==> config.mk <==
export PLATFORM = sky130hd
export DESIGN_NAME = buttonDebouncer
export DESIGN_NICKNAME = d
export VERILOG_FILES = /design/src/verilog/buttonDebouncer.sv
export VERILOG_INCLUDE_DIRS = /design/src /design/src/include
export SDC_FILE = /design/constraint.sdc
export NUM_CORES = 1
export LEC_CHECK = 0
export BUFFER_PORTS_ARGS = -buffer_cell sky130_fd_sc_hd__buf_2
export CELL_PAD_IN_SITES_DETAIL_PLACEMENT = 0
export CELL_PAD_IN_SITES_GLOBAL_PLACEMENT = 1
export CORE_UTILIZATION = 47
export CTS_CLUSTER_SIZE = 25
export DETAILED_ROUTE_END_ITERATION = 12
export PLACE_DENSITY_LB_ADDON = 0.25
export SETUP_SLACK_MARGIN = 0.5
export SYNTH_ARGS = -nofsm -noshare
export SYNTH_HDL_FRONTEND = slang
export SYNTH_SLANG_ARGS = --single-unit
==> constraint.sdc <==
create_clock -name CPUClock -period 2.26 [get_ports CPUClock]
set_clock_uncertainty 0.15 [all_clocks]
set_input_delay 0.678 -clock CPUClock [delete_from_list [all_inputs] [get_ports CPUClock]]
set_output_delay 0.678 -clock CPUClock [all_outputs]
set_load 0.02 [all_outputs]
==> src/include/soc_config.svh <==
`ifndef SOC_CONFIG_SVH
`define SOC_CONFIG_SVH

// RAM size in 32-bit words
`define RAM_WORDS 4096

// Lockout counter width of the button debouncer
// Lockout lasts 2**DEBOUNCE_BITS cycles
`define DEBOUNCE_BITS 4

// Cycles from reset release to the first SD request
`define POWER_ON_CYCLES 8

// Idle cycles between two SD word requests
`define SD_PACE_CYCLES 2

// Push buttons on the board
`define BUTTON_COUNT 7

`endif

==> src/verilog/buttonDebouncer.sv <==
`timescale 1ns/1ps
`default_nettype none
`include "soc_config.svh"

module buttonDebouncer (
    input  logic                     CPUClock,
    input  logic                     rstN,
    input  logic [`BUTTON_COUNT-1:0] raw,
    output logic [`BUTTON_COUNT-1:0] stable
);

    // One lockout counter per button, zero means armed
    logic [`DEBOUNCE_BITS-1:0] lockout [`BUTTON_COUNT];

    always_ff @(posedge CPUClock) begin
        if (!rstN) begin
            stable <= '0;
            for (int i = 0; i < `BUTTON_COUNT; i++) begin
                lockout[i] <= '0;
            end
        end else begin
            for (int i = 0; i < `BUTTON_COUNT; i++) begin
                if (lockout[i] == '0) begin
                    if (raw[i] != stable[i]) begin
                        stable[i]  <= raw[i];
                        lockout[i] <= `DEBOUNCE_BITS'(1);
                    end
                end else begin
                    // Runs until it wraps back to zero
                    lockout[i] <= lockout[i] + 1'b1;
                end
            end
        end
    end

endmodule

`default_nettype wire

==> run_results.csv <==
group,metric,value,unit
critical_path,worstPathMaxFanout,4,
critical_path,rr_worst_depth,5,
yosys,netlist_area,2000,sq um
critical_path,crit_path_start_kind,"flip-flop",
global_routing,grt_antenna_before_repair,0,
cells_and_area,seqCellArea,981,sq um
sta,hold_violations,0,
sta,rsz0062_at_grt,"true",
cells_and_area,nets,238,
global_routing,grt_use_total,16.9,%
sta,period_needed,1.74,ns
cts,clkSlewWorstSetupHoldPaths,0.07,ns
cells_and_area,fill_cells,372,
cts,clkLatencyLatePin,0.29,ns
floorplan,chipWidth,67.3,microns
yosys,synth_top_area_cell,"edfxtp_1",
critical_path,path_class,"reg2reg",
critical_path,worstSetupStartpoint,"lockout[5][0]",
place,placed_cell_area,2150,sq um
cells_and_area,instances_no_fill,266,
route,postRouteAntennaNets,0,
sta,whs,0.330,ns
place,dp_hpwl,2420,microns
yosys,yosysUniqueCellTypes,27,
floorplan,die_h,67.3,microns
critical_path,cp.required,2.15,ns
route,drcViolationCount,0,
pwr,p_leak,1.00,nW
yosys,seq_area_frac_synth,49.0,%
global_routing,overflow,0,
yosys,synth.avg_cell_area,10.5,sq um
route,wire_per_inst,12.3,microns
yosys,syn_nets,213,
sta,slew_headroom,83.4,%
global_routing,grt_max_degree,23,
cts,ctsHoldBuffers,0,
cells_and_area,final_cell_mix,"edfxtp_1, nand3_1, nand2_1",
route,num_vias,1370,
floorplan,num_rows,23,
cts,cts_root_buffer,"clkbuf_8",
global_routing,grt_pass1_vias,1344,
critical_path,critical_path_arrival,1.63,ns
cells_and_area,final_common_cell,"edfxtp_1",
yosys,yosysTopAreaCellShare,42.0,%
critical_path,reg2reg_setup_slack,0.52,ns
route,drtIter0Drc,30,
floorplan,dieArea,4530,sq um
route,dr.pass1.iters,2,
pwr,powerDensity,1280,nW/um^2
critical_path,endpoint_kind,"flip-flop",
place,dp_cells,253,
route,wl,3280,microns
yosys,synth.area.top_cells,"edfxtp_1, ha_1, dfxtp_1",
sta,worstMarginPinSlew,0.248,ns
run,cap_violations,0,
cells_and_area,postLayoutCellArea,2320,sq um
pwr,power.total,2.97,mW
floorplan,initial_utilization,49.4,%
yosys,synth_seq_cells,35,
cells_and_area,drive_gt1_share,20.4,%
cells_and_area,antenna_cells,0,
cts,cts_sinks,35,
floorplan,core,4060,sq um
hold_path,hold_class,"reg2reg",
cts,clk_path_buf_depth,2,
yosys,yosysWarningCount,0,
cts,cts_tree,"yes",
cells_and_area,syn_to_final_growth,15.7,%
route,drt-vias-per-instance,5.15,
sta,final.setup.worst_slack,0.525,ns
place,port_buffers,15,
critical_path,timing.rr.start,"lockout[5][0]",
cells_and_area,multiInputGateArea,991,sq um
cells_and_area,final_core_util,57.1,%
floorplan,top_level_ports,16,
sta,period_share,76.8,%
critical_path,crit_path_end,"lockout[5][0]",
cts,cts_htree_levels,2,
sta,drv_slew,0,
place,place_ws,0.490,ns
sta,setup_tns,0,ns
critical_path,r2r_end,"lockout[5][0]",
cts,cts-buffers-inserted,5,
place,place.gp.congestion,0.764,
pwr,ir_worst_vdd,598,uV
global_routing,grt_pass1_wl,5640,microns
sta,finalSetupViolCount,0,
outcome,outcome,"finished clean",
sta,fmax,0.576,GHz
yosys,netlist_instances,190,
[cell type report]
| cell class | count | share of cell area (%) |
|---|---|---|
| multi-input cells | 136 | 42.7 |
| flip-flops and latches | 35 | 42.3 |
| repair buffers | 23 | 6.37 |
| clock buffers | 5 | 2.97 |
| well taps | 50 | 2.70 |
| inverters | 14 | 2.27 |
| clock inverters | 3 | 0.648 |
[sequential cells by signal (all words and copies together), names as in the netlist]
register,flops
stable,7
lockout,28
[synthesized netlist by cell type]
master    instances
xnor2_1          13
or3b_4            1
mux2i_1           1
and2b_2           1
nand2b_1         10
or3b_1            6
and3_2            1
nand4b_1          1
ha_1             14
inv_1            14
buf_1             1
nor2b_1           3
nand3b_1          5
and3_1           11
buf_2             2
and2_1            8
o21ai_0           2
nand2_1          18
clkbuf_1          2
dfxtp_1           7
xor2_1            1
nand3_1          24
nor2_1            1
nor3b_1           7
o21a_1            2
a21boi_0          6
edfxtp_1         28
[cells by family (layout without fill, tap and decap cells)]
logic type	after synthesis	in the layout	share of synthesized area, %
buf+inv	19	45	3.69
compound gates	10	10	3.50
xor+xnor	14	14	6.12
fa+ha+maj	14	14	8.74
flops	35	35	49.0
simple gates	97	97	28.5
mux	1	1	0.500
[worst min-delay path by stage]
stage                     cells after the start      start  slack (ns)         to
after global routing                          2  stable[1]        0.37  stable[1]
after detailed placement                      2  stable[1]        0.32  stable[1]
after floorplan                               2  stable[0]        0.40  stable[0]
after global placement                        2  stable[0]        0.31  stable[0]
after CTS                                     2  stable[1]        0.33  stable[1]
final                                         2  stable[1]        0.33  stable[1]
[power breakdown]
| part | internal [mW] | total [mW] | switching, mW |
|---|---|---|---|
| Sequential | 1.06 | 1.33 | 0.268 |
| Combinational | 0.626 | 1.21 | 0.580 |
| Clock | 0.209 | 0.434 | 0.225 |
| Total | 1.90 | 2.97 | 1.07 |
[repair_timing]
action	4_1_cts	5_1_grt
buffers inserted	0	5
endpoints found under the setup margin	0	34
resized for setup	0	12
[layer usage]
layer	global-route usage (%)	vias to the layer above	part of all wire, %
li1	-	709	-
met1	18.9	638	44
met2	29.3	19	52
met3	4.05	4	3.5
met4	9.57	0	1.0
met5	0	-	0
[critical path, stage by stage, from the launching register on]
cell,delay (ns)
edfxtp_1,0.43
inv_1,0.09
ha_2,0.17
or3b_4,0.39
mux2i_1,0.12
and2_1,0.14
(Power assumes the default switching activity.)
