[src/include/soc_config.svh]
`ifndef SOC_CONFIG_SVH
`define SOC_CONFIG_SVH

// RAM size in 32-bit words
`define RAM_WORDS 4096

// Lockout counter width of the button debouncer
// Lockout lasts 2**DEBOUNCE_BITS cycles
`define DEBOUNCE_BITS 4

// Cycles from reset release to the first SD request
`define POWER_ON_CYCLES 8

// Idle cycles between two SD word requests
`define SD_PACE_CYCLES 2

// Push buttons on the board
`define BUTTON_COUNT 7

`endif

[src/verilog/socPkg.sv]
`default_nettype none
`include "soc_config.svh"

package socPkg;

    localparam int ramIndexBits = $clog2(`RAM_WORDS);

    typedef logic [ramIndexBits-1:0] ramIndex_t;

    // Bus address seen as a RAM word index
    typedef struct packed {
        logic [2:0]               region;
        logic [28-ramIndexBits:0] unused;
        ramIndex_t                wordIndex;
    } memView_t;

    // Same address seen as a peripheral register select
    typedef struct packed {
        logic [2:0]  region;
        logic [24:0] unused;
        logic [3:0]  regSelect;
    } ioView_t;

    typedef union packed {
        memView_t memView;
        ioView_t  ioView;
    } busAddr_u;

    typedef struct packed {
        logic        read;
        logic        write;
        busAddr_u    addr;
        logic [31:0] writeData;
    } busReq_t;

    typedef struct packed {
        logic [31:0] readData;
        logic        ready;
        logic        written;
    } busRsp_t;

    typedef struct packed {
        logic        read;
        logic [31:0] addr;
    } sdReq_t;

    // Nonzero codes so the LEDs never go dark while booting
    typedef enum logic [2:0] {
        powerOn    = 3'd1,
        readLength = 3'd2,
        waitLength = 3'd3,
        copyWords  = 3'd4,
        running    = 3'd5
    } bootPhase_e;

endpackage

`default_nettype wire

[src/verilog/bootLoader.sv]
`timescale 1ns/1ps
`default_nettype none
`include "soc_config.svh"

module bootLoader import socPkg::*; (
    input  logic        CPUClock,
    input  logic        rstN,
    input  logic        sdBusy,
    input  logic [31:0] sdData,
    output sdReq_t      sdReq,
    output logic        ramWrite,
    output ramIndex_t   ramAddr,
    output logic [31:0] ramData,
    input  logic        ramWritten,
    output bootPhase_e  phase,
    output logic        bootDone
);

    // Shared by the power-on wait and the pacing between requests
    logic [7:0]  delay;
    logic [31:0] remaining;
    logic        sdWait;
    logic        busySeen;
    logic        writePending;
    logic        sdReady;

    // Word is valid once busy went high and has dropped again
    assign sdReady = sdWait && busySeen && !sdBusy;

    always_ff @(posedge CPUClock) begin
        if (!rstN) begin
            phase        <= powerOn;
            bootDone     <= 1'b0;
            sdReq.read   <= 1'b0;
            ramWrite     <= 1'b0;
            delay        <= 8'(`POWER_ON_CYCLES - 1);
            sdWait       <= 1'b0;
            busySeen     <= 1'b0;
            writePending <= 1'b0;
        end else begin
            // Strobes are single-cycle pulses
            sdReq.read <= 1'b0;
            ramWrite   <= 1'b0;

            if (sdWait && sdBusy) begin
                busySeen <= 1'b1;
            end

            case (phase)
                powerOn: begin
                    if (delay == 8'd0) begin
                        phase <= readLength;
                    end else begin
                        delay <= delay - 8'd1;
                    end
                end
                readLength: begin
                    if (!sdBusy) begin
                        sdReq.read <= 1'b1;
                        sdReq.addr <= 32'd0;
                        sdWait     <= 1'b1;
                        phase      <= waitLength;
                    end
                end
                waitLength: begin
                    if (sdReady) begin
                        sdWait    <= 1'b0;
                        busySeen  <= 1'b0;
                        remaining <= sdData;
                        ramAddr   <= '0;
                        delay     <= 8'(`SD_PACE_CYCLES);
                        // Empty image, nothing to copy
                        if (sdData == 32'd0) begin
                            phase    <= running;
                            bootDone <= 1'b1;
                        end else begin
                            phase <= copyWords;
                        end
                    end
                end
                copyWords: begin
                    if (writePending) begin
                        if (ramWritten) begin
                            writePending <= 1'b0;
                            ramAddr      <= ramAddr + 1'b1;
                            if (remaining == 32'd1) begin
                                phase    <= running;
                                bootDone <= 1'b1;
                            end else begin
                                remaining <= remaining - 32'd1;
                                delay     <= 8'(`SD_PACE_CYCLES);
                            end
                        end
                    end else if (sdWait) begin
                        if (sdReady) begin
                            sdWait       <= 1'b0;
                            busySeen     <= 1'b0;
                            ramWrite     <= 1'b1;
                            ramData      <= sdData;
                            writePending <= 1'b1;
                        end
                    end else if (delay != 8'd0) begin
                        delay <= delay - 8'd1;
                    end else if (!sdBusy) begin
                        // Image word k sits at SD word k+1
                        sdReq.read <= 1'b1;
                        sdReq.addr <= sdReq.addr + 32'd1;
                        sdWait     <= 1'b1;
                    end
                end
                default: begin
                    // Running until the next reset
                end
            endcase
        end
    end

endmodule

`default_nettype wire

[config.mk]
export PLATFORM = sky130hd
export DESIGN_NAME = bootLoader
export DESIGN_NICKNAME = d
export VERILOG_FILES = /design/src/verilog/socPkg.sv /design/src/verilog/bootLoader.sv
export VERILOG_INCLUDE_DIRS = /design/src /design/src/include
export SDC_FILE = /design/constraint.sdc
export NUM_CORES = 1
export LEC_CHECK = 0
export BUFFER_PORTS_ARGS = -buffer_cell sky130_fd_sc_hd__buf_4
export CORE_MARGIN = 3
export CORE_UTILIZATION = 40
export DETAILED_ROUTE_END_ITERATION = 10
export SYNTH_ARGS = -nofsm -noshare
export SYNTH_HDL_FRONTEND = slang
export SYNTH_SLANG_ARGS = --single-unit
[constraint.sdc]
create_clock -name CPUClock -period 4.9 [get_ports CPUClock]
set_clock_uncertainty 0.2 [all_clocks]
set_input_delay 0.735 -clock CPUClock [delete_from_list [all_inputs] [get_ports CPUClock]]
set_output_delay 0.735 -clock CPUClock [all_outputs]
set_load 0.01 [all_outputs]
==> results.json <==
{
  "viasPerCell": 5.30,
  "root_buffer": "clkbuf_16",
  "tns_ns": 0,
  "drtIter0Drc": 365,
  "p_leak_nw": 2.89,
  "ant_nets": 0,
  "netlist_area_sq_um": 6270,
  "cp_data_required_time_ns": 4.94,
  "cts_buffer_depth": 2,
  "hold_depth": 2,
  "rr_startpoint": "phase[2]",
  "synth-seq-cells": 125,
  "power_density_nw_per_um2": 394,
  "synth_async_sr_flop_share_pct": 0,
  "yosys_warnings": 0,
  "diodes": 0,
  "rows": 45,
  "hold_viol": 0,
  "worstSetupStartpointType": "register",
  "slew_viol_final": 0,
  "ys.flop_type": "edfxtp_1",
  "rsz0062_at_grt": "false",
  "crit_end": "sdReq[31]",
  "hold_slack_ns": 0.292,
  "drt-pass1-iter-count": 5,
  "cts_buffers": 17,
  "synth_edf_count": 108,
  "die_width_um": 131,
  "mostFrequentLayoutCell": "buf_4",
  "dpl.hpwl_mm": 10.4,
  "routed_wl_mm": 14.7,
  "design.core.area_sq_um": 15300,
  "avgRoutedWirePerCell_um": 15.9,
  "vias": 4907,
  "slew_headroom_pct": 28.8,
  "synth_cells": 581,
  "path_cells": "nor3b_2, buf_4, nand2b_1, or4_1, a21oi_1",
  "avgSynthCellArea_sq_um": 10.8,
  "clock_latency_ns": 0.41,
  "ir_drop_mv": 0.237,
  "drive_above_1_share_pct": 24.4,
  "setup_viol": 0,
  "slowest_stage": "or4_1",
  "grt_max_degree": 61,
  "final_cell_mix": "122 x buf_4, 108 x edfxtp_1, 77 x nor2_1, 56 x nand2_1, 32 x o21ai_0",
  "drv_cap": 0,
  "dieArea_sq_um": 17200,
  "startpoint": "phase[2]",
  "cp-end-kind": "register",
  "path_clk_slew_ns": 0.06,
  "fill_cells": 1357,
  "cts_setup_buffers": 0,
  "clock_tree.htree_level_count": 4,
  "portBuffers": 117,
  "gp_congestion": 0.846,
  "worst_ep_arrival_time_ns": 2.95,
  "cts.sinks": 125,
  "grt_pass1_wl_mm": 23.9,
  "synth_cell_types": 55,
  "hold_buffers": 0,
  "tightest_slew_ns": 1.07,
  "criticalPathCategory": "register to register",
  "fp.dieH_um": 131,
  "crit_fanout": 31,
  "hp-class": "register to register",
  "seq_area_frac_synth_pct": 57.1,
  "syn2layout_area_growth_pct": 27.9,
  "reg2reg_depth": 5,
  "final.min_clock_period_ns": 2.91,
  "fin_crit_sh_pct": 59.5,
  "r2r-end": "sdReq[31]",
  "io_pins": 118,
  "status": "complete, no violations",
  "max_freq_mhz": 343,
  "initial_core_util_pct": 41.1,
  "overflow": 0,
  "cpPeakStageDelay_ns": 0.95,
  "cts_tree": "yes",
  "rrSetupSlack_ns": 1.99,
  "syn-num-nets": 623,
  "drc_errors": 0,
  "fin_nets": 743,
  "grtUsageTotal_pct": 17.1,
  "grt_pass1_vias": 4611,
  "antenna_found_initial": 0,
  "ctsResizeCount": 0
}
-- state kept, by name, indices dropped and copies added, names as in the netlist --
signal and count:
ramAddr 12, writePending 1, delay 8, sdReq 33, ramData 32, remaining 32
phase 3, bootDone 1, sdWait 1, busySeen 1, ramWrite 1
-- cells by family (layout without fill, tap and decap cells) --
kind of cell / count (synthesis) / in the layout / share of synthesized area (%)
buf+inv: 32 / 165 / 2.23
fa+ha+maj: 6 / 6 / 1.20
flops: 125 / 125 / 57.1
simple gates: 274 / 274 / 23.0
compound gates: 88 / 88 / 8.65
xor+xnor: 56 / 56 / 7.82
-- worst max-delay path: cells and delay by family, from the launching register on --
kind | cells | cell delay [ns]
buffers and inverters | 1 | 0.29
DFF | 1 | 0.50
AOI/OAI and AO/OA | 1 | 0.31
and+or+nand+nor | 3 | 1.43
-- power breakdown --
| group | internal [mW] | switching [mW] |
|---|---|---|
| clock network | 0.901 | 0.470 |
| logic | 0.185 | 0.271 |
| registers | 1.24 | 0.0960 |
| total | 2.33 | 0.837 |
-- cell usage after synthesis (3+ instances only) --
cell,instances,area [sq um]
nor4_1,17,106
edfxtp_1,108,3240
or2_2,3,18.8
a31oi_1,12,75.1
nor3_1,16,80.1
and3_1,11,68.8
xor2_1,30,263
o21ai_0,32,160
nand4_1,22,138
or4_1,6,45.0
or3_1,17,106
nand2_1,56,210
dfxtp_1,17,340
and2_1,5,31.3
nand2b_1,4,25.0
o211ai_1,5,37.5
o31ai_1,5,37.5
nor4_2,4,50.1
xnor2_1,26,228
a21oi_1,17,85.1
ha_1,6,75.1
inv_1,11,41.3
buf_2,4,20.0
clkbuf_1,15,56.3
nor2_1,79,297
nand3_1,16,80.1
-- per-layer routing --
| layer | track usage (%) | vias up | wire (um) |
|---|---|---|---|
| li1 | - | 2412 | - |
| met1 | 23.0 | 2361 | 6700 |
| met2 | 26.8 | 121 | 7100 |
| met3 | 5.17 | 13 | 694 |
| met4 | 5.13 | 0 | 191 |
| met5 | 0 | - | 0 |
-- cell type report --
cell class,instances,area (sq um),area share (%)
well taps,211,264,3.29
inverters,11,41.3,0.514
multi-input cells,424,2580,32.1
repair buffers,122,916,11.4
clock inverters,15,221,2.76
clock buffers,17,425,5.30
flip-flops and latches,125,3580,44.6
-- per-stage QoR --
step	cell area [sq um]	util (%)	setup slack (ns)	instances	power, mW
finish	8030	52.6	1.99	925	3.16
global route	8030	52.6	1.71	925	3.30
CTS	8030	52.6	1.96	925	3.19
detailed placement	7380	48.4	1.99	893	1.81
global placement	7380	48.4	2.09	893	1.80
floorplan	6280	-	1.14	581	1.65
-- worst min path at each step --
stage,startpoint,to
after floorplan,delay[7],delay[7]
after global placement,delay[7],delay[7]
after detailed placement,delay[7],delay[7]
after CTS,delay[7],delay[7]
after global routing,sdData[4],ramData[4]
final,delay[7],delay[7]
(Power assumes the default switching activity.)
