**config.mk**
```make
export PLATFORM = sky130hd
export DESIGN_NAME = ioRegisters
export DESIGN_NICKNAME = d
export VERILOG_FILES = /design/src/verilog/socPkg.sv /design/src/verilog/ioRegisters.sv
export VERILOG_INCLUDE_DIRS = /design/src /design/src/include
export SDC_FILE = /design/constraint.sdc
export NUM_CORES = 1
export LEC_CHECK = 0
export ABC_AREA = 1
export BUFFER_PORTS_ARGS = -buffer_cell sky130_fd_sc_hd__buf_2
export CAP_MARGIN = 10
export CORE_MARGIN = 2
export CORE_UTILIZATION = 39
export CTS_CLUSTER_SIZE = 24
export DETAILED_ROUTE_END_ITERATION = 10
export HOLD_SLACK_MARGIN = 0.1
export PLACE_DENSITY = 0.86
export SLEW_MARGIN = 30
export SYNTH_ARGS = -nofsm -noshare
export SYNTH_HDL_FRONTEND = slang
export SYNTH_SLANG_ARGS = --single-unit
```
**constraint.sdc**
```tcl
create_clock -name CPUClock -period 0.92 [get_ports CPUClock]
set_clock_uncertainty 0.05 [all_clocks]
set_input_delay 0.184 -clock CPUClock [delete_from_list [all_inputs] [get_ports CPUClock]]
set_output_delay 0.184 -clock CPUClock [all_outputs]
set_load 0.005 [all_outputs]
```
**src/include/soc_config.svh**
```systemverilog
`ifndef SOC_CONFIG_SVH
`define SOC_CONFIG_SVH

// RAM size in 32-bit words
`define RAM_WORDS 4096

// Lockout counter width of the button debouncer
// Lockout lasts 2**DEBOUNCE_BITS cycles
`define DEBOUNCE_BITS 4

// Cycles from reset release to the first SD request
`define POWER_ON_CYCLES 8

// Idle cycles between two SD word requests
`define SD_PACE_CYCLES 2

// Push buttons on the board
`define BUTTON_COUNT 7

`endif

```
**src/verilog/socPkg.sv**
```systemverilog
`default_nettype none
`include "soc_config.svh"

package socPkg;

    localparam int ramIndexBits = $clog2(`RAM_WORDS);

    typedef logic [ramIndexBits-1:0] ramIndex_t;

    // Bus address seen as a RAM word index
    typedef struct packed {
        logic [2:0]               region;
        logic [28-ramIndexBits:0] unused;
        ramIndex_t                wordIndex;
    } memView_t;

    // Same address seen as a peripheral register select
    typedef struct packed {
        logic [2:0]  region;
        logic [24:0] unused;
        logic [3:0]  regSelect;
    } ioView_t;

    typedef union packed {
        memView_t memView;
        ioView_t  ioView;
    } busAddr_u;

    typedef struct packed {
        logic        read;
        logic        write;
        busAddr_u    addr;
        logic [31:0] writeData;
    } busReq_t;

    typedef struct packed {
        logic [31:0] readData;
        logic        ready;
        logic        written;
    } busRsp_t;

    typedef struct packed {
        logic        read;
        logic [31:0] addr;
    } sdReq_t;

    // Nonzero codes so the LEDs never go dark while booting
    typedef enum logic [2:0] {
        powerOn    = 3'd1,
        readLength = 3'd2,
        waitLength = 3'd3,
        copyWords  = 3'd4,
        running    = 3'd5
    } bootPhase_e;

endpackage

`default_nettype wire

```
**src/verilog/ioRegisters.sv**
```systemverilog
`timescale 1ns/1ps
`default_nettype none
`include "soc_config.svh"

module ioRegisters import socPkg::*; (
    input  logic                     CPUClock,
    input  logic                     rstN,
    input  logic                     ledWrite,
    input  logic [7:0]               ledData,
    input  bootPhase_e               phase,
    input  logic                     bootDone,
    input  logic [`BUTTON_COUNT-1:0] buttons,
    output logic [7:0]               led,
    output logic [31:0]              buttonWord
);

    logic [7:0] ledReg;

    // Last value written by the processor
    always_ff @(posedge CPUClock) begin
        if (!rstN) begin
            ledReg <= 8'd0;
        end else if (ledWrite) begin
            ledReg <= ledData;
        end
    end

    // Readback copy of the debounced buttons
    always_ff @(posedge CPUClock) begin
        if (!rstN) begin
            buttonWord <= 32'd0;
        end else begin
            buttonWord <= {{(32 - `BUTTON_COUNT){1'b0}}, buttons};
        end
    end

    // Boot phase on the LEDs until the program runs
    assign led = bootDone ? ledReg : {5'd0, phase};

endmodule

`default_nettype wire

```
==> results of run 1 <==
[worst max-delay path: cells and delay by family (launching register included)]
kind                   cells  cell delay [ns]
and+or+nand+nor            1             0.05
DFF                        1             0.34
AOI/OAI and AO/OA          1             0.07
buffers and inverters      1             0.12
[layout by cell type (no fill, tap or decap)]
cell           synthesis  layout
o21ai_1                0       2
clkbuf_4               0       3
conb_1                 1      25
nor2_1                16      16
inv_1                 23      23
dlygate4sd3_1          0       7
nand2_2                2       2
buf_2                  1      36
buf_4                 25       1
nand2_1               29      29
clkinv_2               0       1
dfxtp_1               15       6
dfxtp_2                0       9
o21ai_0                3       1
[cell families (layout without fill, tap and decap cells)]
family / count (synthesis) / after routing / synth area share (%)
compound gates: 3 / 3 / 1.846
simple gates: 47 / 47 / 22.31
buf+inv: 52 / 71 / 38.46
other cells: 1 / 25 / 0.4611
flops: 15 / 15 / 36.92
[flip-flops by register name, indices dropped and copies added, names as in the netlist]
register,count
ledReg,8
buttonWord,7
[synth_stat cells]
cell type,count
nand2_1,29
buf_2,1
inv_1,23
nor2_1,16
nand2_2,2
buf_6,3
buf_4,25
dfxtp_1,15
o21ai_0,3
conb_1,1
[power groups by stage]
stage | logic (mW) | registers, mW | clock network [mW]
finish | 0.235 | 0.710 | 0.370
global route | 0.271 | 0.714 | 0.416
CTS | 0.230 | 0.711 | 0.394
detailed placement | 0.205 | 0.720 | 0
global placement | 0.199 | 0.719 | 0
floorplan | 0.202 | 0.720 | 0
[routing by layer]
| metal | track usage, % | vias up | share of wire [%] |
|---|---|---|---|
| li1 | - | 365 | - |
| met1 | 12.59 | 303 | 37 |
| met2 | 23.33 | 28 | 55 |
| met3 | 0 | 2 | 6.0 |
| met4 | 9.722 | 0 | 1.4 |
| met5 | 0 | - | 0 |
[area by class of cell]
cell class              count  area [sq um]  area share (%)
multi-input cells          75         290.3           28.82
repair buffers             44         257.7           25.59
clock buffers               3         22.52           2.236
well taps                  27         33.78           3.354
clock inverters             1         5.005          0.4969
flip-flops and latches     15         311.5           30.93
inverters                  23         86.33           8.571
[worst paths after layout]
path | to | slack (ns)
hold / removal | ledReg[3]$_SDFFE_PN0P_ | 0.13
setup / recovery | led[1] | -0.16
setup reg to reg | ledReg[1]$_SDFFE_PN0P_ | 0.19
hold reg to reg | ledReg[5]$_SDFFE_PN0P_ | 0.42
[metrics by stage]
stage | utilization (%) | TNS [ns] | total power [mW] | std cells | hold WS, ns
global route | 51.34 | -1.867 | 1.401 | 188 | 0.1390
detailed placement | 45.41 | 0 | 0.9252 | 176 | 0.3252
CTS | 50.96 | -1.418 | 1.335 | 187 | 0.1184
floorplan | - | 0 | 0.9222 | 142 | 0.2316
finish | 51.34 | -1.169 | 1.316 | 188 | 0.1275
global placement | 45.41 | 0 | 0.9177 | 176 | 0.3136
[repair_timing]
item / 4_1_cts / 5_1_grt
resized for setup: 10 / 1
cloned: 0 / 0
setup buffers: 0 / 1
setup endpoints to repair: 15 / 15
hold buffers: 7 / 0
endpoints found under the hold margin: 7 / 0
==> qor.txt, run 1 <==
hpwl dp: 1.111 mm
WP data arrival: 0.85 ns
Worst setup SP type: register
f_max: 0.9256 GHz
CP Cell Sequence: nand2_1 -> o21ai_1 -> buf_2
Congestion Overflow GR: 0
Post-Syn Area per Cell: 6.892 sq um
later-pin clock latency in the skew report: 0.27 ns
Cell Area, Synth: 813.3 sq um
RSZ-0062 raised after global routing: true
GPL Wtd Cong: 0.6389
largest stage delay on the critical path: 0.34 ns
DIE AREA: 0.002467 sq mm
crit path from: ledReg[1]$_SDFFE_PN0P_
Int Pwr: 0.9673 mW
Sinks on Clock Net: 15
clk root buf: clkbuf_4
DRC Markers: 0
setup ws final: -0.1604 ns
Worst setup EP type: output port
post-synthesis cell type count: 10
Switching Share: 26.48%
post-route ant nets: 0
clock slew at reported path FFs: 0.09 ns
sequential power share: 54.0%
status: finished with violations
NetSw: 0.3485 mW
Seq/Total Area, Yosys: 36.92%
HP Start: ledData[3]
H-tree depth: 1
min Tclk post-route: 1.080 ns
DR iter-0 viols: 7
largest net degree at the start of global routing: 17
LEAKAGE: 0.6797 nW
dpl cell area: 890.9 sq um
hold depth: 5
First-pass DRT Iterations: 4
die span in y: 49.67 microns
largest area contributor in the netlist: dfxtp_1
total wire length: 1.528 mm
layout cell share with drive strength beyond 1: 32.30%
area grow syn2layout: 23.85%
Comb power frac: 17.9%
Die W: 49.67 microns
top cell type's share of synthesized area: 36.92%
I/O Buffers: 36
fin crit share: 117.4%
wire per inst: 8.128 microns
GRT Total Usage: 12.29%
worst r2r path cells: 3
CP Class: register to output port
worst endpoint required time: 0.69 ns
drt via density: 3.713
starting density of the core: 41.45%
Clock Path Buffers: 2
clock share of power: 28.1%
Max-Cap Viols: 0
nets@finish: 184
CTS tree: built
FF-to-FF Start: ledReg[1]$_SDFFE_PN0P_
number of synthesized register bits: 15
I/O Pins: 62
Ys Warns: 0
first-pass GRT wire length: 2.318 mm
Final Max Tran Viols: 0
Cells after Synth: 118
Peak VDD IR: 0.0007021 V
via count: 698
Layout fillers: 222
vias in the first global route: 589
violated checks: negative setup slack
core area: 0.001962 sq mm
worst-path maximum fanout: 2
Fin. Hold Viols: 0
Slowest-stage cell, CP: dfxtp_2
Cell Rows: 16
HP Class: input pin to register
n_diodes: 0
CTS buffer count: 3
synth top area cells: dfxtp_1, buf_4, nand2_1
power per cell area: 1306 mW/mm^2
final setup vio count: 15
design area: 0.001007 sq mm
pre-CTS setup slack: 0.03527 ns
initial antenna violation count: 0
(Power assumes the default switching activity.)
==> run 2: changes to the inputs <==
Clock period 0.92 ns to 1 ns, I/O delays scaled along.
==> run 2 against run 1 <==
Effect of this change:
- the flow still finishes with violations (negative setup slack)
- via count decreased by 2.4%
- critical path type unchanged
- die area unchanged
- cell count unchanged
- first-iteration DRC count decreased by 29%
- non-clock buffer count unchanged
- worst hold slack improved by 0.021 ns
- global-route usage decreased by 0.26 points
- largest power group unchanged
- register-to-register slack improved by 0.09 ns
- sequential share of layout area decreased by 0.086 points
- count of clock-buffer cells in the layout unchanged
- combinational power decreased by 8%
==> qor.txt, run 2 (same netlist as run 1, synthesis figures left out) <==
status: finished with violations
violated checks: negative setup slack
critical path endpoint: led[1]
wire per inst: 8.362 microns (+2.9%)
n_diodes: 0 (unchanged)
core area: 0.001962 sq mm (unchanged)
largest stage delay on the critical path: 0.34 ns (about the same)
Critical Path Stages: 3 (unchanged)
initial antenna violation count: 0 (unchanged)
Max-Cap Viols: 0 (unchanged)
biggest regs: ledReg: 8 flops, buttonWord: 7 flops
starting density of the core: 41.45% (unchanged)
Worst setup EP type: output port
DRC Markers: 0 (unchanged)
buffers plus inverters on the worst setup path: 1 (unchanged)
first-pass GRT wire length: 2.249 mm (-3.0%)
Cell Rows: 16 (unchanged)
Die W: 49.67 microns (unchanged)
post-route ant nets: 0 (unchanged)
power per cell area: 1197 mW/mm^2 (-8.4%)
Slowest-stage cell, CP: dfxtp_2
LEAKAGE: 0.6794 nW (about the same)
via count: 681 (-2.4%)
HP Class: input pin to register
f_max: 0.9200 GHz
Final Max Tran Viols: 0 (unchanged)
layout cell share with drive strength beyond 1: 31.68% (-0.62 points)
CTS tree: built
worst-path maximum fanout: 2 (unchanged)
Fin. Hold Viols: 0 (unchanged)
highest-count cells in the layout ignoring fill and taps: buf_2, nand2_1, conb_1
I/O Buffers: 36 (unchanged)
worst endpoint required time: 0.75 ns (+0.06 ns)
setup slack, reg-to-reg: 0.28 ns (+0.09 ns)
worst r2r path cells: 3 (unchanged)
Congestion Overflow GR: 0 (unchanged)
CP Class: register to output port
CP Cell Sequence: nand2_1 -> o21ai_1 -> buf_2
CP top delay family: flip-flops
vias in the first global route: 574 (-2.5%)
FF-to-FF Start: ledReg[1]$_SDFFE_PN0P_
DIE AREA: 0.002467 sq mm (unchanged)
RSZ-0062 raised after global routing: true
total wire length: 1.572 mm (+2.9%)
DR iter-0 viols: 5 (-2)
H-tree depth: 1 (unchanged)
GRT Total Usage: 12.03% (-0.26 points)
final setup vio count: 8 (-7)
Clock Path Buffers: 2 (unchanged)
nets@finish: 184 (unchanged)
fin crit share: 108.7%
Peak VDD IR: 0.0005863 V (-16%)
die span in y: 49.67 microns (unchanged)
crit path from: ledReg[1]$_SDFFE_PN0P_
min Tclk post-route: 1.087 ns
later-pin clock latency in the skew report: 0.27 ns (about the same)
TNS Setup: -0.4700 ns (+0.6990 ns)
CTS buffer count: 3 (unchanged)
Top reg by flops: ledReg
GPL Wtd Cong: 0.6389 (unchanged)
largest net degree at the start of global routing: 17 (unchanged)
WP data arrival: 0.84 ns (about the same)
Largest register FFs: 8 (unchanged)
# placed instances: 176 (unchanged)
fin cells: 188 (unchanged)
clock slew at reported path FFs: 0.09 ns (about the same)
Sinks on Clock Net: 15 (unchanged)
hpwl dp: 1.128 mm (+1.5%)
pre-CTS setup slack: 0.09056 ns (+0.05528 ns)
Layout fillers: 215 (-3.2%)
I/O Pins: 62 (unchanged)
clk root buf: clkbuf_4
drt via density: 3.622 (-2.4%)
reg2reg end: ledReg[1]$_SDFFE_PN0P_
First-pass DRT Iterations: 3 (-1)
area grow syn2layout: 23.69%
Worst setup SP type: register
setup ws final: -0.08691 ns (+0.07347 ns)
most common library cell in the layout ignoring fill and taps: buf_2
run 2: cell types whose count changed in the layout (fill, tap and decap cells not counted):
cell	previous run	this run
dfxtp_1	6	7
dfxtp_2	9	8
run 2: report_power, final:
group          switching, mW  total, mW  internal, mW
combinational          0.114      0.217         0.103
clock                  0.187      0.335         0.148
sequential            0.0137      0.652         0.638
run 2: what timing repair did:
| action | in CTS | in global routing |
|---|---|---|
| hold buffers | 7 | 0 |
| setup endpoints to repair | 8 | 8 |
| cloned | 0 | 0 |
| setup buffers | 1 | 0 |
| gates resized for setup | 9 | 1 |
| endpoints found under the hold margin | 7 | 0 |
run 2: layout make-up:
cell class / count / area, sq um / share of cell area, %
clock inverter: 1 / 5.005 / 0.4975
clock buffer: 3 / 22.52 / 2.239
tap: 27 / 33.78 / 3.358
multi-input combinational: 75 / 290.3 / 28.86
timing repair buffer: 44 / 257.7 / 25.62
sequential: 15 / 310.3 / 30.85
inverter: 23 / 86.33 / 8.582
run 2: how the worst min path moves through the flow:
stage               startpoint                  endpoint  slack (ns)  depth (start not counted)
global placement    buttons[1]  buttonWord[1]$_SDFF_PN0_        0.33                          3
finish              ledData[3]    ledReg[3]$_SDFFE_PN0P_        0.15                          5
floorplan           buttons[0]  buttonWord[0]$_SDFF_PN0_        0.25                          2
CTS                 ledData[3]    ledReg[3]$_SDFFE_PN0P_        0.14                          5
detailed placement  buttons[3]  buttonWord[3]$_SDFF_PN0_        0.34                          3
global route        ledData[7]    ledReg[7]$_SDFFE_PN0P_        0.16                          5
run 2: worst min-delay path: stages:
cell	delay, ns
buf_2	0.09
inv_1	0.04
nand2_1	0.04
nand2_1	0.05
nor2_1	0.03
run 2: per-stage QoR:
stage	hold WS [ns]	instance area [sq um]	power [mW]	util, %
after detailed placement	0.3412	890.9	0.8515	45.41
final	0.1482	1006	1.204	51.28
after floorplan	0.2476	903.4	0.8484	-
after CTS	0.1436	1006	1.217	51.28
after global routing	0.1620	1006	1.275	51.28
after global placement	0.3296	890.9	0.8443	45.41
run 2: layer usage:
metal | up-vias | global-route usage (%) | share of wire, % | routed length (microns)
li1 | 366 | - | - | -
met2 | 32 | 23.11 | 55 | 872
met1 | 277 | 10.88 | 34 | 534
met5 | - | 0 | 0 | 0
met3 | 6 | 0.6061 | 6.2 | 98
met4 | 0 | 11.57 | 4.1 | 65
==> run 3: changes to the inputs <==
Settings changed: GPL_TIMING_DRIVEN set to 0.
==> run 3 against run 2 <==
Effect of this change:
- the run still ends with negative setup slack left
- global-route usage is 2.3 points higher
- worst hold slack got worse by 0.036 ns
- critical path depth stayed put
- via count is 14% higher
- power is 9.4% higher
- core utilization increased by 12 points
- fmax decreased by 1.4%
- register-to-register slack is essentially flat
- count of clock-buffer cells in the layout unchanged
- non-clock buffer count rose by 28
- routed wire length increased by 12%
- critical endpoint unchanged
- largest power group unchanged
- highest routed layer unchanged
==> qor.txt, run 3 (same netlist as run 1, synthesis figures left out) <==
Largest register FFs: 8 (unchanged)
GPL Wtd Cong: 0.6709 (+5.0%)
HP Class: input pin to register
clock slew at reported path FFs: 0.09 ns (about the same)
die span in y: 49.67 microns (unchanged)
Sinks on Clock Net: 15 (unchanged)
fin crit share: 110.2% (+1.5 points)
Clock Path Buffers: 2 (unchanged)
hold_ws: 0.1122 ns (-0.03600 ns)
First-pass DRT Iterations: 4 (+1)
I/O Buffers: 35 (-2.8%)
I/O Pins: 62 (unchanged)
final setup vio count: 8 (unchanged)
nets@finish: 212 (+15%)
initial antenna violation count: 0 (unchanged)
worst-path maximum fanout: 2 (unchanged)
core area: 0.001962 sq mm (unchanged)
setup ws final: -0.1020 ns (-0.01505 ns)
Max-Cap Viols: 0 (unchanged)
dpl cell area: 0.001112 sq mm (+25%)
biggest regs: ledReg: 8 flops, buttonWord: 7 flops
Top reg by flops: ledReg
Final Max Tran Viols: 0 (unchanged)
drt via density: 3.593 (-0.82%)
GRT Total Usage: 14.29% (+2.3 points)
later-pin clock latency in the skew report: 0.28 ns (about the same)
area grow syn2layout: 51.85%
power per cell area: 1066 mW/mm^2 (-11%)
vias in the first global route: 683 (+19%)
Peak VDD IR: 0.0005638 V (-3.8%)
starting density of the core: 41.45% (unchanged)
Fin. Hold Viols: 0 (unchanged)
first-pass GRT wire length: 2.677 mm (+19%)
wire per inst: 8.171 microns (-2.3%)
violated checks: negative setup slack
layout cell share with drive strength beyond 1: 42.33% (+11 points)
Worst setup SP type: register
H-tree depth: 1 (unchanged)
total wire length: 1.765 mm (+12%)
Die W: 49.67 microns (unchanged)
WP data arrival: 0.85 ns (about the same)
via count: 776 (+14%)
CP Class: register to output port
Worst setup EP type: output port
RSZ-0062 raised after global routing: true
DRC Markers: 0 (unchanged)
hpwl dp: 1.189 mm (+5.4%)
highest-count cells in the layout ignoring fill and taps: buf_2, nand2_1, buf_4
buffers plus inverters on the worst setup path: 1 (unchanged)
clk root buf: clkbuf_4
status: finished with violations
min Tclk post-route: 1.102 ns (+0.01505 ns)
post-route ant nets: 0 (unchanged)
CP top delay family: flip-flops
Cell Rows: 16 (unchanged)
CTS buffer count: 3 (unchanged)
DIE AREA: 0.002467 sq mm (unchanged)
Congestion Overflow GR: 0 (unchanged)
fin cells: 216 (+15%)
CTS tree: built
Slowest-stage cell, CP: dfxtp_2
most common library cell in the layout ignoring fill and taps: buf_2
CP Cell Sequence: nand2_1 -> o21ai_1 -> buf_2
# placed instances: 204 (+16%)
Layout fillers: 208 (-3.3%)
design area: 0.001235 sq mm (+23%)
largest net degree at the start of global routing: 11 (-6)
LEAKAGE: 0.8356 nW (+23%)
worst endpoint required time: 0.75 ns (about the same)
n_diodes: 0 (unchanged)
largest stage delay on the critical path: 0.34 ns (about the same)
DR iter-0 viols: 6 (+1)
f_max: 0.9075 GHz (-1.4%)
run 3: report_power, final:
part	total, mW	switching, mW	leakage (nW)	internal [mW]
Combinational	0.311	0.132	0.691	0.179
Clock	0.352	0.203	0.0177	0.149
Sequential	0.654	0.0151	0.127	0.639
run 3: worst min-delay path, cell delays in order:
cell and delay, ns:
buf_6 0.10, nand2_1 0.05, nand2_1 0.05, nor2_1 0.03
run 3: worst paths after layout:
| kind | cells after the start | endpoint | start | slack (ns) |
|---|---|---|---|---|
| setup / recovery | 3 | led[1] | ledReg[1]$_SDFFE_PN0P_ | -0.10 |
| hold / removal | 4 | ledReg[3]$_SDFFE_PN0P_ | ledWrite | 0.11 |
| setup reg to reg | 3 | ledReg[2]$_SDFFE_PN0P_ | ledReg[2]$_SDFFE_PN0P_ | 0.28 |
| hold reg to reg | 2 | ledReg[1]$_SDFFE_PN0P_ | ledReg[1]$_SDFFE_PN0P_ | 0.42 |
run 3: layer usage:
metal,vias to the layer above,wire [microns],track usage [%]
li1,421,-,-
met1,313,620,13.40
met2,35,962,26.67
met3,7,123,1.515
met4,0,59,12.96
met5,-,0,0
run 3: final cells by class:
| class | instances | area, sq um | share of cell area, % |
|---|---|---|---|
| clock buffer | 3 | 22.52 | 1.824 |
| multi-input combinational | 75 | 290.3 | 23.51 |
| inverter | 23 | 86.33 | 6.991 |
| tap | 27 | 33.78 | 2.736 |
| sequential | 15 | 311.5 | 25.23 |
| timing repair buffer | 43 | 259.0 | 20.97 |
| buffer | 29 | 226.5 | 18.34 |
| clock inverter | 1 | 5.005 | 0.4053 |
run 3: per-stage QoR:
| step | util [%] | TNS (ns) | total power, mW | setup slack [ns] |
|---|---|---|---|---|
| 6_report | 62.95 | -0.6372 | 1.317 | -0.1020 |
| 5_1_grt | 62.95 | -0.9531 | 1.376 | -0.1456 |
| 4_1_cts | 62.56 | -0.5754 | 1.301 | -0.1010 |
| 3_5_place_dp | 56.70 | -0.01197 | 0.9347 | -0.01197 |
| 3_3_place_gp | 56.70 | 0 | 0.9291 | 0.0001382 |
| 2_1_floorplan | - | 0 | 0.8484 | 0.2074 |
run 3: what timing repair did:
action	4_1_cts	5_1_grt
hold buffers	7	0
setup buffers	1	0
gates resized for setup	10	3
hold endpoints to repair	7	0
setup endpoints to repair	8	9
